## src/source/mulDivPkg.sv

```systemverilog
package mulDivPkg;

   localparam int DefaultWidth = 32;   // Operand width used when the top level sets none.

   // Operation selected by the start strobe.
   typedef enum logic {
      opMul = 1'b0,
      opDiv = 1'b1
   } opcodeT;

   typedef enum logic [1:0] {
      stIdle = 2'd0,
      stRun  = 2'd1,
      stDone = 2'd2
   } stateT;

endpackage

```

## src/source/mulDivCtrlIf.sv

```systemverilog
interface mulDivCtrlIf;
   import mulDivPkg::*;

   logic   load;     // Operands into the working registers.
   logic   step;     // One algorithm step per cycle.
   opcodeT op;
   logic   finish;   // Working registers into the result registers.

   modport ctrl (
      output load,
      output step,
      output op,
      output finish
   );

   modport dpath (
      input load,
      input step,
      input op,
      input finish
   );

   modport count (
      input load,
      input step
   );

endinterface

```

## src/source/addSub.sv

```systemverilog
module addSub #(
   parameter int DataWidth = mulDivPkg::DefaultWidth
) (
   input  logic [DataWidth-1:0] a,
   input  logic [DataWidth-1:0] b,
   input  logic                 sub,
   output logic [DataWidth-1:0] result,
   output logic                 carryOut
);

   logic [DataWidth:0]   carry;
   logic [DataWidth-1:0] bMod;

   assign bMod     = b ^ {DataWidth{sub}};   // Ones complement of b for a subtract.
   assign carry[0] = sub;                    // The +1 that completes the twos complement.

   genvar i;
   for (i = 0; i < DataWidth; i++) begin : gCell
      assign result[i]    = a[i] ^ bMod[i] ^ carry[i];
      assign carry[i + 1] = (a[i] & bMod[i]) | (carry[i] & (a[i] ^ bMod[i]));
   end

   // Carry for an add, borrow for a subtract.
   assign carryOut = carry[DataWidth] ^ sub;

endmodule

```

## src/source/stepCounter.sv

```systemverilog
module stepCounter #(
   parameter int DataWidth = mulDivPkg::DefaultWidth
) (
   input  logic            clk,
   input  logic            rstN,
   mulDivCtrlIf.count      ctrl,
   output logic            last
);

   localparam int CountWidth = $clog2(DataWidth);

   logic [CountWidth-1:0] count;

   always_ff @(posedge clk or negedge rstN) begin
      if (!rstN) begin
         count <= '0;
      end else if (ctrl.load) begin
         count <= '0;
      end else if (ctrl.step) begin
         count <= count + 1'b1;
      end
   end

   // High through the final step of an operation.
   assign last = ctrl.step && (count == CountWidth'(DataWidth - 1));

endmodule

```

## src/source/mulDivControl.sv

```systemverilog
module mulDivControl (
   input  logic               clk,
   input  logic               rstN,
   input  logic               start,
   input  mulDivPkg::opcodeT  op,
   input  logic               last,
   mulDivCtrlIf.ctrl          ctrl,
   output logic               busy,
   output logic               done
);
   import mulDivPkg::*;

   stateT  state;
   stateT  stateNext;
   opcodeT opQ;
   logic   lastQ;

   always_ff @(posedge clk or negedge rstN) begin
      if (!rstN) begin
         state <= stIdle;
         opQ   <= opMul;
         lastQ <= 1'b0;
      end else begin
         state <= stateNext;
         if (ctrl.load) begin
            opQ <= op;   // Held until the next accepted start.
         end
         lastQ <= last;  // Marks the cycle after the final step.
      end
   end

   always_comb begin
      stateNext = state;
      case (state)
         stIdle: begin
            if (start) begin
               stateNext = stRun;
            end
         end
         stRun: begin
            if (lastQ) begin
               stateNext = stDone;
            end
         end
         stDone: begin
            stateNext = stIdle;
         end
         default: begin
            stateNext = stIdle;
         end
      endcase
   end

   // A start outside idle never reaches the datapath.
   assign ctrl.load   = (state == stIdle) && start;
   assign ctrl.step   = (state == stRun) && !lastQ;
   assign ctrl.finish = (state == stRun) && lastQ;
   assign ctrl.op     = opQ;

   assign busy = (state != stIdle);
   assign done = (state == stDone);

endmodule

```

## src/source/mulDivDatapath.sv

```systemverilog
module mulDivDatapath #(
   parameter int DataWidth = mulDivPkg::DefaultWidth
) (
   input  logic                 clk,
   input  logic                 rstN,
   mulDivCtrlIf.dpath           ctrl,
   input  logic [DataWidth-1:0] operandA,
   input  logic [DataWidth-1:0] operandB,
   output logic [DataWidth-1:0] resultHi,
   output logic [DataWidth-1:0] resultLo
);
   import mulDivPkg::*;

   logic [DataWidth-1:0] operandReg;   // Multiplicand or divisor.
   logic [DataWidth-1:0] accReg;       // Upper product half or partial remainder.
   logic [DataWidth-1:0] lowReg;       // Multiplier bits out, quotient bits in.

   logic                 isDiv;
   logic [DataWidth-1:0] shiftedAcc;
   logic                 shiftOutBit;
   logic [DataWidth-1:0] mulAddend;
   logic [DataWidth-1:0] adderA;
   logic [DataWidth-1:0] adderB;
   logic [DataWidth-1:0] adderSum;
   logic                 adderCarry;
   logic                 keepDiff;

   assign isDiv = (ctrl.op == opDiv);

   // Divide shifts the next dividend bit into the partial remainder first.
   assign shiftedAcc  = {accReg[DataWidth-2:0], lowReg[DataWidth-1]};
   assign shiftOutBit = accReg[DataWidth-1];

   assign mulAddend = lowReg[0] ? operandReg : '0;

   assign adderA = isDiv ? shiftedAcc : accReg;
   assign adderB = isDiv ? operandReg : mulAddend;

   addSub #(
      .DataWidth(DataWidth)
   ) uAdder (
      .a        (adderA),
      .b        (adderB),
      .sub      (isDiv),
      .result   (adderSum),
      .carryOut (adderCarry)
   );

   // The lost top bit means the remainder already exceeds the divisor.
   assign keepDiff = !adderCarry || shiftOutBit;

   always_ff @(posedge clk) begin
      if (ctrl.load) begin
         operandReg <= operandB;
         lowReg     <= operandA;
         accReg     <= '0;
      end else if (ctrl.step) begin
         if (isDiv) begin
            accReg <= keepDiff ? adderSum : shiftedAcc;
            lowReg <= {lowReg[DataWidth-2:0], keepDiff};
         end else begin
            accReg <= {adderCarry, adderSum[DataWidth-1:1]};   // Carry becomes the new top bit.
            lowReg <= {adderSum[0], lowReg[DataWidth-1:1]};
         end
      end
   end

   always_ff @(posedge clk or negedge rstN) begin
      if (!rstN) begin
         resultHi <= '0;
         resultLo <= '0;
      end else if (ctrl.finish) begin
         resultHi <= accReg;
         resultLo <= lowReg;
      end
   end

endmodule

```

## src/source/mulDivUnit.sv

```systemverilog
module mulDivUnit #(
   parameter int DataWidth = mulDivPkg::DefaultWidth
) (
   input  logic                 clk,
   input  logic                 rstN,
   input  logic                 start,
   input  mulDivPkg::opcodeT    op,
   input  logic [DataWidth-1:0] operandA,
   input  logic [DataWidth-1:0] operandB,
   output logic                 busy,
   output logic                 done,
   output logic [DataWidth-1:0] resultHi,
   output logic [DataWidth-1:0] resultLo
);

   logic last;

   mulDivCtrlIf ctrlBus ();

   mulDivControl uControl (
      .clk   (clk),
      .rstN  (rstN),
      .start (start),
      .op    (op),
      .last  (last),
      .ctrl  (ctrlBus.ctrl),
      .busy  (busy),
      .done  (done)
   );

   stepCounter #(
      .DataWidth(DataWidth)
   ) uCounter (
      .clk  (clk),
      .rstN (rstN),
      .ctrl (ctrlBus.count),
      .last (last)
   );

   mulDivDatapath #(
      .DataWidth(DataWidth)
   ) uDatapath (
      .clk      (clk),
      .rstN     (rstN),
      .ctrl     (ctrlBus.dpath),
      .operandA (operandA),
      .operandB (operandB),
      .resultHi (resultHi),
      .resultLo (resultLo)
   );

endmodule

```

## config.mk

```make
export PLATFORM = sky130hd
export DESIGN_NAME = mulDivUnit
export DESIGN_NICKNAME = d
export VERILOG_FILES = /design/src/source/mulDivPkg.sv /design/src/source/mulDivCtrlIf.sv /design/src/source/addSub.sv /design/src/source/stepCounter.sv /design/src/source/mulDivControl.sv /design/src/source/mulDivDatapath.sv /design/src/source/mulDivUnit.sv
export SDC_FILE = /design/constraint.sdc
export NUM_CORES = 1
export LEC_CHECK = 0
export BUFFER_PORTS_ARGS = -buffer_cell sky130_fd_sc_hd__buf_2
export CORE_MARGIN = 4
export CORE_UTILIZATION = 40
export CTS_CLUSTER_SIZE = 10
export DETAILED_ROUTE_END_ITERATION = 10
export GPL_TIMING_DRIVEN = 0
export PLACE_DENSITY = 0.58
export SKIP_LAST_GASP = 1
export SYNTH_ARGS = -nofsm -noshare
export SYNTH_HDL_FRONTEND = slang
export SYNTH_SLANG_ARGS = --single-unit
```

## constraint.sdc

```tcl
create_clock -name clk -period 16.05 [get_ports clk]
set_input_delay 4.815 -clock clk [delete_from_list [all_inputs] [get_ports clk]]
set_output_delay 4.815 -clock clk [all_outputs]
set_load 0.03 [all_outputs]
```

# ---- Word-level counts from Yosys, hierarchy flattened
# Cells that the tools add are included.
dict set report totals {
  ram_bits 0
  ff_bits 169
  latch_bits 0
  rom_bits 0
  in_bits 68
  memories 0
}
dict set report op_classes {
  n_reduce_logical 11
  shifts 0
  mul 0
  mux 13
  eq_ne 5
  order_cmp 0
  n_div 0
  n_addsub 1
  bitwise 162
}
# cell n
set ops {}
lappend ops {{$mux W32} 8}
lappend ops {{$xor A1 B1 Y1} 65}
lappend ops {{$and A1 B1 Y1} 64}
lappend ops {{$or A1 B1 Y1} 32}
lappend ops {{$xor A32 B32 Y32} 1}
lappend ops {{$mux W5} 2}
lappend ops {{$add A5 B1 Y5 const B} 1}
lappend ops {{$eq A5 B5 Y1 const B} 1}
lappend ops {{$logic_and A1 B1 Y1} 4}
lappend ops {{$mux W2} 2}
lappend ops {{$pmux W2 S2} 1}
lappend ops {{$reduce_bool A2 Y1} 2}
lappend ops {{$eq A2 B1 Y1 const B} 1}
lappend ops {{$eq A2 B2 Y1 const B} 1}
lappend ops {{$logic_not A1 Y1} 2}
lappend ops {{$logic_not A2 Y1} 1}
lappend ops {{$ne A2 B1 Y1 const B} 1}
lappend ops {{$ne A2 B2 Y1 const B} 1}
lappend ops {{$reduce_and A2 Y1} 1}
lappend ops {{$logic_or A1 B1 Y1} 1}

# ---- Longest topological paths before layout
dict set report depth {
  depth_word 74
  ltp_mapped 45
  mapped_depth_nobuf 40
}

# ---- Hierarchy
# From an unflattened synthesis, not the netlist that was laid out.
dict set report hier_totals {
  hier_cells 768
  hier_area_um2 9327.7
}
# module seq_area_each_um2 cells_each area_each_um2 instances
set modules_own_cells {}
lappend modules_own_cells {mulDivDatapath 4164.0 600 7654.8 1}
lappend modules_own_cells {addSub 0.0 131 1208.7 1}
lappend modules_own_cells {stepCounter 125.1 23 285.3 1}
lappend modules_own_cells {mulDivControl 100.1 14 178.9 1}

# ---- Worst setup path after synthesis
# Ideal clock, no wire load.
dict set report synth_timing {
  path_kind {register to register}
  from {register uControl.opQ (netlist: uControl.ctrl.op)}
  to {register uDatapath.accReg[20]}
  setup_slack_ps 2898
  period_less_slack_ps 13152
  arrival_ps 13038
  required_ps 15936
  stages_incl_launch_ff 45
  setup_ps 114
  cell_sequence {dfrtp_1 -> buf_2 -> clkbuf_1 -> buf_2 -> mux2i_1 -> fa_1 -> fa_1 -> fa_1 -> inv_1 -> fa_1 -> fa_1 -> fa_1 -> fa_1 -> fa_1 -> fa_1 -> fa_1 -> fa_1 -> fa_1 -> [... 9 more ...] -> fa_1 -> fa_1 -> fa_1 -> fa_1 -> fa_1 -> fa_1 -> fa_1 -> fa_1 -> inv_1 -> fa_1 -> inv_1 -> fa_1 -> or2_1 -> buf_6 -> buf_2 -> nand2_1 -> a31oi_1 -> a21o_1}
}
dict set report synth_between {
  elab_chain_cells 72
}
# item line_no
set synth_lines {}
lappend synth_lines {{start, declared} mulDivControl.sv:15} ;# opcodeT opQ;
lappend synth_lines {{start signal, assigned} mulDivControl.sv:21} ;# opQ <= opMul;
lappend synth_lines {{start signal, assigned} mulDivControl.sv:26} ;# opQ <= op;
lappend synth_lines {{$mux W32} mulDivDatapath.sv:37} ;# assign adderB = isDiv ? operandReg : mulAddend;
lappend synth_lines {{$xor A32 B32 Y32} addSub.sv:14} ;# assign bMod = b ^ {DataWidth{sub}};
lappend synth_lines {{$xor A1 B1 Y1} addSub.sv:20} ;# assign carry[i + 1] = (a[i] & bMod[i]) | (carry[i] & (a[i] ^ bMod[i]));
lappend synth_lines {{$and A1 B1 Y1} addSub.sv:20}
lappend synth_lines {{$or A1 B1 Y1} addSub.sv:20}
lappend synth_lines {{$and A1 B1 Y1} addSub.sv:20}
lappend synth_lines {{$or A1 B1 Y1} addSub.sv:20}
lappend synth_lines {{$and A1 B1 Y1} addSub.sv:20}
lappend synth_lines {{[... 56 more ...]} n/a}
lappend synth_lines {{$or A1 B1 Y1} addSub.sv:20}
lappend synth_lines {{$and A1 B1 Y1} addSub.sv:20}
lappend synth_lines {{$or A1 B1 Y1} addSub.sv:20}
lappend synth_lines {{$xor A1 B1 Y1} addSub.sv:24} ;# assign carryOut = carry[DataWidth] ^ sub;
lappend synth_lines {{$logic_not A1 Y1} mulDivDatapath.sv:50} ;# assign keepDiff = !adderCarry || shiftOutBit;
lappend synth_lines {{$logic_or A1 B1 Y1} mulDivDatapath.sv:50}
lappend synth_lines {{$mux W32} mulDivDatapath.sv:59} ;# accReg <= keepDiff ? adderSum : shiftedAcc;
lappend synth_lines {{$mux W32 (*)} mulDivDatapath.sv:58} ;# if (isDiv) begin
lappend synth_lines {{end signal, assigned} mulDivDatapath.sv:59}
lappend synth_lines {{end signal, assigned} mulDivDatapath.sv:62} ;# accReg <= {adderCarry, adderSum[DataWidth-1:1]};
lappend synth_lines {{end, declared} mulDivDatapath.sv:15} ;# logic [DataWidth-1:0] accReg;
# Mark *: on every way between the ends. The rest lies on a longest branch, timed or not.
# A chain may end at the register's enable or synchronous reset.

# ---- Worst setup path in the final report
dict set report layout_timing {
  from {register uControl.opQ (netlist: uControl.ctrl.op)}
  to {register uDatapath.lowReg[0], data pin}
}
dict set report layout_between {
  elab_chain_cells 73
}
# item line_no
set layout_lines {}
lappend layout_lines {{$mux W32} mulDivDatapath.sv:37}
lappend layout_lines {{$xor A32 B32 Y32} addSub.sv:14}
lappend layout_lines {{$xor A1 B1 Y1} addSub.sv:20}
lappend layout_lines {{$and A1 B1 Y1} addSub.sv:20}
lappend layout_lines {{$or A1 B1 Y1} addSub.sv:20}
lappend layout_lines {{$and A1 B1 Y1} addSub.sv:20}
lappend layout_lines {{$or A1 B1 Y1} addSub.sv:20}
lappend layout_lines {{$and A1 B1 Y1} addSub.sv:20}
lappend layout_lines {{[... 57 more ...]} n/a}
lappend layout_lines {{$and A1 B1 Y1} addSub.sv:20}
lappend layout_lines {{$or A1 B1 Y1} addSub.sv:20}
lappend layout_lines {{$xor A1 B1 Y1} addSub.sv:24}
lappend layout_lines {{$logic_not A1 Y1} mulDivDatapath.sv:50}
lappend layout_lines {{$logic_or A1 B1 Y1} mulDivDatapath.sv:50}
lappend layout_lines {{$mux W32 (*)} mulDivDatapath.sv:58}
lappend layout_lines {{$mux W32 (*)} mulDivDatapath.sv:57} ;# end else if (ctrl.step) begin
lappend layout_lines {{$mux W32 (*)} mulDivDatapath.sv:53} ;# if (ctrl.load) begin
lappend layout_lines {{end signal, assigned} mulDivDatapath.sv:55} ;# lowReg <= operandA;
lappend layout_lines {{end signal, assigned} mulDivDatapath.sv:60} ;# lowReg <= {lowReg[DataWidth-2:0], keepDiff};
lappend layout_lines {{end signal, assigned} mulDivDatapath.sv:63} ;# lowReg <= {adderSum[0], lowReg[DataWidth-1:1]};
lappend layout_lines {{end, declared} mulDivDatapath.sv:16} ;# logic [DataWidth-1:0] lowReg;
# Mark *: on every way between the ends. The rest lies on a longest branch, timed or not. The select of a mux whose other input is x is not followed.

==> flow_summary.json <==
{
  "result_of_the_run": "finished clean",
  "clkSlewWorstSetupHoldPaths_ns": 0.07,
  "post_cts.resized_instances": 0,
  "timing.hold.worst_path_depth": 2,
  "cts_max_path_buffers": 2,
  "place.detailed.hpwl_microns": 14430,
  "cp_slowest_cell": "fa_1",
  "finClkSkew_ns": 0.009931,
  "worst_ep_arrival_time_ns": 14.67,
  "setup.worst_path.end_class": "flip-flop",
  "cts_setup_buffers": 0,
  "postLayoutSetupSlackWorst_ns": 1.559,
  "drt.antenna.violating_nets": 0,
  "power_leakage_uw": 0.004727,
  "crit_path_frequent_cell": "fa_1",
  "die_x_microns": 153.2,
  "post_cts_hold_buffer_count": 0,
  "postSynthAreaPerCell_sq_um": 11.44,
  "critical_path.startpoint_type": "flip-flop",
  "cp_class": "flip-flop to flip-flop",
  "antenna_violations_before_repair": 0,
  "proportion_of_layout_cells_with_a_drive_suffix_above_1": 0.3330,
  "layout_min_cycle_time_ns": 14.49,
  "routed-via-count": 5905,
  "finalSetupViolations": 0,
  "die_h_microns": 153.2,
  "fill_cells": 1911,
  "core_area_sq_um": 20490,
  "worst-path-max-fanout": 10,
  "syn_area_sq_um": 8433,
  "hold_violations": 0,
  "ff2ff_path_depth": 43,
  "drc_errors": 0,
  "post_drt_via_cell_ratio": 5.030,
  "layout.cells.most_common_list": "nand2_1 (186), buf_2 (159), mux2_2 (87)",
  "floorplan.initialDensity": 0.4115,
  "pre_cts_slack_ns": 1.637,
  "power.density_cell_area_nw_per_um2": 256.9,
  "area_growth_pct": 19.51,
  "synth-seq-area-share": 0.5205,
  "routedWlPerCell_microns": 17.29,
  "worst_margin_pin_slew_ns": 0.7146,
  "cts-root-buf": "clkbuf_16",
  "grt_pass1_wl_microns": 32430,
  "grtUsageTotal": 0.1729,
  "timing.final.max_slew_violations": 0,
  "netlist_instances": 737,
  "max-vdd-ir-drop_mv": 0.09553,
  "io_pins": 134,
  "timing.hold.worst.class": "flip-flop to flip-flop",
  "totalNegativeSetupSlack_ns": 0,
  "mostFrequentLayoutCell": "nand2_1",
  "worst_ep_required_ns": 16.23,
  "dominantRegCellSynth": "dfrtp_1",
  "report.power.total_uw": 2590,
  "final_nets": 992,
  "antenna_cells": 0,
  "fin_crit_sh": 0.9029,
  "std_cell_rows": 52,
  "maxCapViolCount": 0,
  "dr.pass1.iters": 5,
  "synth-seq-cells": 169,
  "input_output_buffers": 133,
  "htreeDepth": 4,
  "grt_pass1_vias": 5908,
  "slew_headroom": 0.5207,
  "yosysWarnings": 0,
  "worst_path_largest_cell_delay_ns": 0.48,
  "violation_count_after_the_first_detailed_routing_iteration": 255,
  "grt_start_max_net_pins": 54,
  "wl_microns": 20300,
  "clock_latency_late_sink_ns": 0.43,
  "sum_of_overflow_across_all_layers_after_global_routing": 0,
  "synth_cell_types": 42,
  "mappedNetlistNets": 838,
  "die-area_sq_um": 23470,
  "rsz0062_at_grt": "false",
  "ys_async_sr_fraction": 0.4320,
  "synth_edf_count": 64,
  "number_of_clock_buffers_inserted_by_tritoncts": 17,
  "cts_num_sinks": 169,
  "clock_tree_from_tritoncts": "built",
  "routability_cong": 0.7974,
  "max_frequency_ghz": 0.06901
}
routing by layer:
metal  global-route usage  routed length [microns]
met1               0.2553                     9951
met3              0.03732                     1002
met5                    0                        0
met2               0.2654                     9190
met4              0.03352                      153
registers in the layout (all words and copies together) (netlist names):
signal and cells:
uDatapath.accReg 32, uControl.lastQ 1, uControl.state 2, uDatapath.operandReg 32
uDatapath.lowReg 32, uControl.ctrl.op 1, uCounter.count 5, uDatapath.resultLo 32
uDatapath.resultHi 32
metrics by stage:
stage	hold WS [ns]	area [sq um]	utilization	cells
CTS	0.4759	10050	0.4904	1173
global route	0.4937	10080	0.4918	1174
finish	0.4701	10080	0.4918	1174
floorplan	0.4479	8433	-	737
detailed placement	0.4573	9467	0.4619	1141
global placement	0.4547	9437	0.4604	1140
worst max-delay path, delay by kind of cell, from the launching register on:
kind,cells,cell delay (ns)
multiplexers,1,0.28
buffers and inverters,7,1.42
AND/OR/NAND/NOR,2,0.47
flip-flops,1,0.32
AO/OA/AOI/OAI,2,0.18
adder cells (fa/ha/maj),31,11.56
power breakdown:
part           switching [uW]  total [uW]  leakage (uW)  internal [uW]
logic                     780        1410       0.00258            628
registers                 132         779       0.00187            647
clock network             195         402      0.000279            208
cells in the mapped netlist (all sizes together), types with 4 or more instances:
library cell	n	share of area
clkbuf	14	0.0067
mux2i	41	0.049
a21oi	4	0.0033
inv	7	0.0031
nor2	8	0.0047
nor3	4	0.0036
dfrtp	73	0.22
fa	31	0.074
a21o	26	0.023
o21ai	63	0.037
mux2	87	0.12
dfxtp	32	0.076
edfxtp	64	0.23
a31oi	25	0.019
nand2	186	0.083
buf	38	0.026
nand2b	6	0.0045
final timing paths:
path / start / to / slack [ns]
max in group asynchronous: rstN / uDatapath.resultHi[16] / 11.20
worst min-delay path: uDatapath.resultLo[25] / uDatapath.resultLo[25] / 0.47
worst max-delay path: uControl.ctrl.op / uDatapath.lowReg[0] / 1.56
worst min register to register: uDatapath.resultLo[25] / uDatapath.resultLo[25] / 0.47
worst max register to register: uControl.ctrl.op / uDatapath.lowReg[0] / 1.56
min in group asynchronous: rstN / uDatapath.resultHi[7] / 4.28
area by class of cell:
class | instances | area, sq um | share of cell area
sequential | 169 | 4389 | 0.4355
timing repair buffer | 135 | 723.2 | 0.07176
clock buffer | 17 | 425.4 | 0.04221
inverter | 7 | 26.28 | 0.002607
buffer | 52 | 277.8 | 0.02756
tap | 270 | 337.8 | 0.03352
clock inverter | 15 | 158.9 | 0.01577
multi-input combinational | 509 | 3740 | 0.3711
kinds of logic after synthesis:
family / Yosys count / synth area share
xor gates and xnor gates: 4 / 0.004155
and+or+nand+nor: 217 / 0.1062
adders and majority gates: 33 / 0.07656
DFF: 169 / 0.5205
buffers and inverters: 59 / 0.03605
AOI/OAI and AO/OA: 127 / 0.09169
muxes: 128 / 0.1648
Power figures use the tool's default switching activity.
